==> src/rtl/logger_rec_pkg.sv <==
// timestamp record definitions
// record layout, output word count and channel number width
`default_nettype none

package logger_rec_pkg;

    parameter int TS_BYTES  = 8; // s0..s3, u0..u3, lsb first
    parameter int REC_WORDS = 4; // 16-bit words per output record
    parameter int CHN_W     = 3; // channel number width in word 1

    parameter int SEC_W  = 32; // seconds
    parameter int USEC_W = 24; // microseconds, u3 is dropped

    // one captured timestamp
    typedef struct packed {
        logic [SEC_W-1:0]  sec;
        logic [USEC_W-1:0] usec;
    } ts_record_t;

    // what a channel shows the arbiter
    typedef struct packed {
        logic       ready; // record complete, waiting to be sent
        ts_record_t rec;
    } chn_state_t;

    // record word order on the output
    //   0: usec[15:0]
    //   1: {chn, usec[23:16]}
    //   2: sec[15:0]
    //   3: sec[31:16]
    parameter int WORD_USEC_LO = 0;
    parameter int WORD_USEC_HI = 1;
    parameter int WORD_SEC_LO  = 2;
    parameter int WORD_SEC_HI  = 3;

endpackage

`default_nettype wire

==> src/rtl/logger_cfg_pkg.sv <==
// logger command port definitions
// command addresses, configuration bit positions and the command word layout
`default_nettype none

package logger_cfg_pkg;

    parameter int CMD_ADDR_W   = 7;  // command address width
    parameter int CMD_DATA_W   = 32; // command data width

    parameter logic [CMD_ADDR_W-1:0] ADDR_CONFIG = 7'd3; // configuration register

    // configuration word bit positions
    parameter int CONF_SYN_LSB  = 14; // sync enable mask, one bit per channel
    parameter int CONF_SYN_BITS = 5;  // width of the sync enable mask
    parameter int CONF_SYN_WE   = 19; // mask write enable
    parameter int CONF_OFF_BIT  = 20; // logger off
    parameter int CONF_OFF_WE   = 21; // logger off write enable

    // configuration word, msb first
    typedef struct packed {
        logic [CMD_DATA_W-1:CONF_OFF_WE+1] rsvd_hi; // unused upper bits
        logic                              off_we;  // update off bit
        logic                              off;     // logger off
        logic                              syn_we;  // update syn mask
        logic [CONF_SYN_BITS-1:0]          syn;     // per-channel sync enable
        logic [CONF_SYN_LSB-1:0]           rsvd_lo; // unused lower bits
    } conf_word_t;

    // one command word, seen raw or as the configuration layout
    typedef union packed {
        logic [CMD_DATA_W-1:0] raw;
        conf_word_t            conf;
    } cmd_word_u;

endpackage

`default_nettype wire
==> src/rtl/event_logger_top.sv <==
// event logger, external timestamp path
// configuration register, generated capture channels and the record arbiter
// producing a 16-bit word stream
`timescale 1ns/100ps
`default_nettype none

module event_logger_top #(
    parameter int NUM_CHN     = 5, // timestamp channels, last one is the trigger input
    parameter int NUM_SOF_CHN = 4  // channels with sof filtering
) (
    input  wire logic                                  xclk,
    input  wire logic                                  config_rst,     // sync, active high
    input  wire logic                                  i_cmd_we,
    input  wire logic [logger_cfg_pkg::CMD_ADDR_W-1:0] i_cmd_addr,
    input  wire logic [logger_cfg_pkg::CMD_DATA_W-1:0] i_cmd_data,
    input  wire logic [NUM_SOF_CHN-1:0]                i_sof,          // per-channel start of frame
    input  wire logic [NUM_CHN-1:0]                    i_ts_stb,       // one cycle before data
    input  wire logic [NUM_CHN-1:0][7:0]               i_ts_data,      // serial timestamp bytes
    output logic      [15:0]                           o_data,
    output logic                                       o_data_stb,
    output logic      [23:0]                           o_sample_count
);

    logger_cfg_pkg::cmd_word_u                cmd_word;   // command data, raw view
    logic [NUM_CHN-1:0]                       chn_en;     // enables after logger off
    logic                                     logger_off;
    logic [NUM_CHN-1:0]                       chn_sof;    // sof, zero above NUM_SOF_CHN
    logger_rec_pkg::chn_state_t [NUM_CHN-1:0] chn_state;
    logic [NUM_CHN-1:0]                       chn_clear;

    assign cmd_word.raw = i_cmd_data;
    assign chn_sof      = NUM_CHN'(i_sof);

    logger_config #(.NUM_CHN(NUM_CHN)) u_config (
        .xclk         (xclk),
        .config_rst   (config_rst),
        .i_cmd_we     (i_cmd_we),
        .i_cmd_addr   (i_cmd_addr),
        .i_cmd_data   (cmd_word),
        .o_chn_en     (chn_en),
        .o_logger_off (logger_off)
    );

    for (genvar c = 0; c < NUM_CHN; c++) begin : g_chn
        ts_capture_chn #(.USE_SOF(c < NUM_SOF_CHN)) u_chn (
            .xclk       (xclk),
            .config_rst (config_rst),
            .i_en       (chn_en[c]),
            .i_sof      (chn_sof[c]),
            .i_ts_stb   (i_ts_stb[c]),
            .i_ts_data  (i_ts_data[c]),
            .i_clear    (chn_clear[c]),
            .o_state    (chn_state[c])
        );
    end

    record_arbiter #(.NUM_CHN(NUM_CHN)) u_arbiter (
        .xclk           (xclk),
        .config_rst     (config_rst),
        .i_logger_off   (logger_off),
        .i_chn_state    (chn_state),
        .o_clear        (chn_clear),
        .o_data         (o_data),
        .o_data_stb     (o_data_stb),
        .o_sample_count (o_sample_count)
    );

endmodule

`default_nettype wire

==> src/rtl/record_arbiter.sv <==
// record arbiter
// takes ready channels by fixed priority, sends each record as four
// 16-bit words and counts the records sent
`timescale 1ns/100ps
`default_nettype none

module record_arbiter #(
    parameter int NUM_CHN = 5 // number of timestamp channels
) (
    input  wire logic                                    xclk,
    input  wire logic                                    config_rst,     // sync, active high
    input  wire logic                                    i_logger_off,   // no new records
    input  wire logger_rec_pkg::chn_state_t [NUM_CHN-1:0] i_chn_state,
    output logic      [NUM_CHN-1:0]                      o_clear,        // record taken
    output logic      [15:0]                             o_data,
    output logic                                         o_data_stb,     // one per word
    output logic      [23:0]                             o_sample_count  // records sent
);

    localparam int CHN_W  = logger_rec_pkg::CHN_W;
    localparam int NWORDS = logger_rec_pkg::REC_WORDS;
    localparam int WIDX_W = $clog2(NWORDS);

    logic                       any_ready; // some channel holds a record
    logic [CHN_W-1:0]           pick;      // lowest ready channel
    logic                       busy_q;    // sending a record
    logic [WIDX_W-1:0]          widx_q;    // word being sent
    logic                       last_word; // word 3 on the output
    logic [CHN_W-1:0]           chn_q;     // channel being sent
    logger_rec_pkg::ts_record_t rec_q;     // record being sent

    // fixed priority with channel 0 first
    always_comb begin
        any_ready = 1'b0;
        pick      = '0;
        for (int c = NUM_CHN - 1; c >= 0; c--) begin
            if (i_chn_state[c].ready) begin
                any_ready = 1'b1;
                pick      = CHN_W'(c);
            end
        end
    end

    assign last_word = busy_q && (widx_q == WIDX_W'(NWORDS - 1));

    // word sequencer rechecks channels only once idle
    always_ff @(posedge xclk) begin
        if (config_rst) begin
            busy_q <= 1'b0;
            widx_q <= '0;
        end else if (busy_q) begin
            widx_q <= widx_q + 1'b1;
            if (last_word) begin
                busy_q <= 1'b0;                // current record finishes even when off
            end
        end else if (any_ready && !i_logger_off) begin
            busy_q <= 1'b1;
            widx_q <= '0;
        end
    end

    // record and channel held while sending
    always_ff @(posedge xclk) begin
        if (!busy_q && any_ready) begin
            chn_q <= pick;
            rec_q <= i_chn_state[pick].rec;
        end
    end

    // record counter held at zero while logger off
    always_ff @(posedge xclk) begin
        if (config_rst || i_logger_off) begin
            o_sample_count <= '0;
        end else if (last_word) begin
            o_sample_count <= o_sample_count + 1'b1;
        end
    end

    // clear goes out with the last word
    always_comb begin
        o_clear = '0;
        if (last_word) begin
            o_clear[chn_q] = 1'b1;
        end
    end

    // word formatting
    always_comb begin
        case (widx_q)
            WIDX_W'(logger_rec_pkg::WORD_USEC_LO): o_data = rec_q.usec[15:0];
            WIDX_W'(logger_rec_pkg::WORD_USEC_HI): o_data = {{(8 - CHN_W){1'b0}}, chn_q,
                                                             rec_q.usec[23:16]};
            WIDX_W'(logger_rec_pkg::WORD_SEC_LO):  o_data = rec_q.sec[15:0];
            default:                               o_data = rec_q.sec[31:16];
        endcase
    end

    assign o_data_stb = busy_q;

    // one clear per record, and the latched channel must map onto a real clear line
    a_clear_onehot: assert property (
        @(posedge xclk) disable iff (config_rst)
        $onehot0(o_clear) && (last_word == (o_clear != '0))
    );

endmodule

`default_nettype wire

==> src/rtl/ts_capture_chn.sv <==
// timestamp capture channel
// assembles an eight-byte serial timestamp into one record and holds it
// until the arbiter clears it, optional start-of-frame filter
`timescale 1ns/100ps
`default_nettype none

module ts_capture_chn #(
    parameter bit USE_SOF = 1'b1 // accept only the first timestamp after sof
) (
    input  wire logic                        xclk,
    input  wire logic                        config_rst,  // sync, active high
    input  wire logic                        i_en,        // low clears the channel
    input  wire logic                        i_sof,       // start of frame, arms the channel
    input  wire logic                        i_ts_stb,    // one cycle before the first byte
    input  wire logic [7:0]                  i_ts_data,   // s0..s3, u0..u3
    input  wire logic                        i_clear,     // record taken by arbiter
    output logger_rec_pkg::chn_state_t       o_state
);

    localparam int NBYTES = logger_rec_pkg::TS_BYTES;
    localparam int CNT_W  = $clog2(NBYTES + 1);
    localparam int SR_W   = 8 * (NBYTES - 1); // last byte (u3) is not kept

    logic             busy_q;    // capture in progress
    logic             ready_q;   // record complete
    logic             armed;     // sof filter allows a strobe
    logic             accept;    // strobe starts a capture
    logic [CNT_W-1:0] byte_cnt;  // bytes taken so far
    logic [SR_W-1:0]  shift_q;   // s0 ends up in the low byte

    // strobes are lost while busy or holding a record
    assign accept = i_ts_stb && i_en && armed && !busy_q && !ready_q;

    generate
        if (USE_SOF) begin : g_sof
            logic armed_q;
            always_ff @(posedge xclk) begin
                if (config_rst || !i_en) begin
                    armed_q <= 1'b0;
                end else if (i_sof) begin
                    armed_q <= 1'b1;  // sof wins over a same-cycle strobe
                end else if (accept) begin
                    armed_q <= 1'b0;  // one timestamp per frame
                end
            end
            assign armed = armed_q;
        end else begin : g_no_sof
            assign armed = 1'b1;      // trigger input takes every timestamp
        end
    endgenerate

    // capture control, ready rises one cycle after the last byte
    always_ff @(posedge xclk) begin
        if (config_rst || !i_en) begin
            busy_q   <= 1'b0;
            ready_q  <= 1'b0;
            byte_cnt <= '0;
        end else if (accept) begin
            busy_q   <= 1'b1;
            byte_cnt <= '0;
        end else if (busy_q) begin
            if (byte_cnt == CNT_W'(NBYTES)) begin
                busy_q  <= 1'b0;
                ready_q <= 1'b1;
            end else begin
                byte_cnt <= byte_cnt + 1'b1;
            end
        end else if (i_clear) begin
            ready_q <= 1'b0;
        end
    end

    // byte shifter, new bytes enter at the top
    always_ff @(posedge xclk) begin
        if (busy_q && (byte_cnt < CNT_W'(NBYTES - 1))) begin
            shift_q <= {i_ts_data, shift_q[SR_W-1:8]};
        end
    end

    assign o_state.ready    = ready_q;
    assign o_state.rec.sec  = shift_q[31:0];              // s3..s0
    assign o_state.rec.usec = shift_q[SR_W-1:32];         // u2..u0

    a_ready_not_busy: assert property (
        @(posedge xclk) disable iff (config_rst)
        busy_q |-> !ready_q
    );

    // a clear must find the record still there, unless the channel was disabled
    // while the arbiter was sending it
    a_clear_when_ready: assert property (
        @(posedge xclk) disable iff (config_rst)
        (i_en [*logger_rec_pkg::REC_WORDS + 1]) ##0 i_clear |-> ready_q
    );

endmodule

`default_nettype wire

==> src/rtl/logger_config.sv <==
// logger configuration register
// decodes command port writes, keeps the sync enable mask and the logger off bit,
// drives registered per-channel enables
`timescale 1ns/100ps
`default_nettype none

module logger_config #(
    parameter int NUM_CHN = 5 // number of timestamp channels
) (
    input  wire logic                                xclk,
    input  wire logic                                config_rst,   // sync, active high
    input  wire logic                                i_cmd_we,     // one write per cycle
    input  wire logic [logger_cfg_pkg::CMD_ADDR_W-1:0] i_cmd_addr,
    input  wire logger_cfg_pkg::cmd_word_u           i_cmd_data,
    output logic      [NUM_CHN-1:0]                  o_chn_en,     // per-channel capture enable
    output logic                                     o_logger_off  // to arbiter
);

    logic                           wr_conf;    // write to the config address
    logger_cfg_pkg::conf_word_t     conf;       // command seen as config fields
    logic [NUM_CHN-1:0]             syn_mask;   // stored sync enables
    logic                           logger_off; // stored off bit

    assign wr_conf = i_cmd_we && (i_cmd_addr == logger_cfg_pkg::ADDR_CONFIG);
    assign conf    = i_cmd_data.conf;

    // register fields, each under its own write enable
    always_ff @(posedge xclk) begin
        if (config_rst) begin
            syn_mask   <= '0;   // all channels off
            logger_off <= 1'b1; // logger starts stopped
        end else if (wr_conf) begin
            if (conf.syn_we) begin
                syn_mask <= conf.syn[NUM_CHN-1:0];
            end
            if (conf.off_we) begin
                logger_off <= conf.off;
            end
        end
    end

    // second stage, logger off overrides every channel enable
    always_ff @(posedge xclk) begin
        if (config_rst) begin
            o_chn_en     <= '0;
            o_logger_off <= 1'b1;
        end else begin
            o_chn_en     <= logger_off ? '0 : syn_mask;
            o_logger_off <= logger_off;
        end
    end

    // channels must never run while the logger is off, also seen by the arbiter
    a_off_disables: assert property (
        @(posedge xclk) disable iff (config_rst)
        o_logger_off |-> (o_chn_en == '0)
    );

endmodule

`default_nettype wire

==> config.mk <==
export PLATFORM = sky130hd
export DESIGN_NAME = event_logger_top
export DESIGN_NICKNAME = d
export VERILOG_FILES = /design/src/rtl/logger_rec_pkg.sv /design/src/rtl/logger_cfg_pkg.sv /design/src/rtl/event_logger_top.sv /design/src/rtl/record_arbiter.sv /design/src/rtl/ts_capture_chn.sv /design/src/rtl/logger_config.sv
export SDC_FILE = /design/constraint.sdc
export NUM_CORES = 1
export LEC_CHECK = 0
export ABC_AREA = 1
export BUFFER_PORTS_ARGS = -buffer_cell sky130_fd_sc_hd__buf_4
export CELL_PAD_IN_SITES_DETAIL_PLACEMENT = 0
export CELL_PAD_IN_SITES_GLOBAL_PLACEMENT = 1
export CORE_MARGIN = 2
export CORE_UTILIZATION = 43
export CTS_BUF_LIST = sky130_fd_sc_hd__clkbuf_16
export DETAILED_ROUTE_END_ITERATION = 6
export PLACE_DENSITY_LB_ADDON = 0.1
export SLEW_MARGIN = 10
export SYNTH_ARGS = -nofsm -noshare
export SYNTH_HDL_FRONTEND = slang
export SYNTH_HIERARCHICAL = 1
export SYNTH_SLANG_ARGS = --single-unit
==> constraint.sdc <==
create_clock -name xclk -period 4.9 [get_ports xclk]
set_input_delay 1.225 -clock xclk [delete_from_list [all_inputs] [get_ports xclk]]
set_output_delay 1.225 -clock xclk [all_outputs]
set_load 0.05 [all_outputs]
==> flow_summary.toml <==
[timing]
hold_viol = 0
tns_ps = 0
relSlewSlack_pct = 28.10
postLayoutSetupSlackWorst_ps = 849.7
finalCritPeriodShare_pct = 82.66
slew_viol_final = 0
finClkSkew_ps = 20.45
max_freq_mhz = 246.9
worst_pin_slew_ps = 1076
rsz0062_at_grt = "false"
period_needed_ps = 4050
setup_viol = 0

[floorplanning]
dieArea_um2 = 41230
die_h_um = 203.1
core_um2 = 38920
die_x_um = 203.1
rows = 72
start_util_pct = 43.78
io_pins = 132

[global_routing]
grt_overflow = 0
antenna_found_initial = 0
grtUsageTotal_pct = 20.04
grt_pass1_wl_mm = 63.36
grt_start_max_net_pins = 81
grt_pass1_vias = 11240

[logic_synthesis]
avgSynthCellArea_um2 = 10.80
syn_nets = 1684
yosysWarnings = 6
synthCells = 1577
syn_area_um2 = 17040

[setup_path]
endpoint_kind = "output port"
cp_max_fo = 16
cp_cell_sequence = "ha_1 -> inv_1 -> nor2_1 -> a31oi_1 -> buf_4"
crit_slowest_cell = "inv_1"
crit_buf_inv = 2
path_class = "reg2out"
required_ps = 3670
worstPathArrival_ps = 2830
max_stage_delay_ps = 600
cp-start-kind = "flop"
path_delay_family = "buffers and inverters"

[placement]
place_hpwl_mm = 24.22
place.gp.congestion = 0.7568
port_buffers = 107
pre_cts_ws_ps = 1468

[clocking]
cts_hold_buf = 0
cts_tree = "done"
cts_max_path_buffers = 3
clk_pin_slew_ps = 60
numCtsBuffers = 46
htreeDepth = 2
cts_root_buffer = "clkbuf_16"
cts_setup_buffers = 0
clock_latency_ps = 580
post_cts_resize_count = 0
clock-sinks = 412

[flow_run]
drv_cap = 0

[layout]
fin_util_pct = 50.50
layout-drive-gt1-share_pct = 14.10
antennaDiodeCount = 0
final_common_cell = "nand2_1"
syn2layout_area_growth_pct = 15.34
most-common-layout-cells = "387 x nand2_1, 339 x edfxtp_1, 313 x nand3_1, 122 x buf_4, 120 x inv_1"
fin_nets = 1781

[detailed_routing]
first_iter_violations = 884
wirelength_mm = 40.49
wl_per_cell_um = 18.18
drt-pass1-iter-count = 5
viasPerCell = 5.105
route.detailed.drc = 0
detail-route-antenna-nets = 0
route.vias.total = 11370

[power_and_ir_drop]
powerDensity_nw_per_um2 = 353.1
power.leakage_nw = 7.079
vdd_drop_max_mv = 0.2814

[min_path]
hold_class = "reg2reg"

[outcome]
status = "complete, no violations"
-- area by class of cell --
| class | count | area, µm² |
|---|---|---|
| fillers | 3508 | 19270 |
| clock buffers | 46 | 1151 |
| flip-flops and latches | 412 | 11640 |
| repair buffers | 122 | 915.9 |
| well taps | 518 | 648.1 |
| inverters | 118 | 444.2 |
| clock inverters | 37 | 219.0 |
| multi-input cells | 974 | 4632 |
-- routing by layer --
layer / wire length [µm] / track usage, %
met5: 0 / 0
met4: 1512 / 8.785
met3: 2217 / 3.066
met2: 18330 / 31.27
met1: 18420 / 27.91
-- where the power goes --
part	switching (mW)	total (mW)	internal, mW	leakage, nW
Sequential	0.0000355	3.74	3.74	3.63
Clock	1.38	3.15	1.76	0.736
Combinational	0.0163	0.0519	0.0356	2.71
-- registers in the layout (all words and copies together), names as in the netlist --
register and cells:
u_config/logger_off 1, g_chn.u_chn/armed 4, g_chn.u_chn/busy_q 5, u_arbiter/chn_q 3, u_config/syn_mask 5, u_arbiter/widx_q 2, u_arbiter/o_sample_count 24, u_config/o_chn_en 5
u_config/o_logger_off 1, u_arbiter/o_data_stb 1, g_chn.u_chn/byte_cnt 20, g_chn.u_chn/shift_q 280, u_arbiter/rec_q 56, g_chn.u_chn/ready_q 5
-- worst paths after layout --
check	cells after the start	endpoint	startpoint	slack, ps
worst min register to register	2	u_config/o_chn_en[2]	u_config/syn_mask[2]	430
worst min-delay path	2	u_config/o_chn_en[2]	u_config/syn_mask[2]	430
worst max register to register	7	u_arbiter/rec_q[5]	g_chn[0].u_chn/ready_q	2030
worst max-delay path	5	o_data[8]	u_arbiter/widx_q[0]	850
-- worst min-delay path, stage by stage, from the launching register on --
cell and delay, ps:
dfxtp_1 300, inv_1 60, nor2_1 40
-- through the flow --
stage,area (µm²),power (mW),std cells,hold slack (ps)
floorplan,17040,3.821,1577,416.0
global placement,18280,3.867,2144,427.2
detailed placement,18280,3.867,2144,431.0
CTS,19650,7.021,2227,435.9
global route,19650,7.141,2227,450.9
finish,19650,6.939,2227,432.2
No activity file was read; power rests on OpenSTA's default activity.
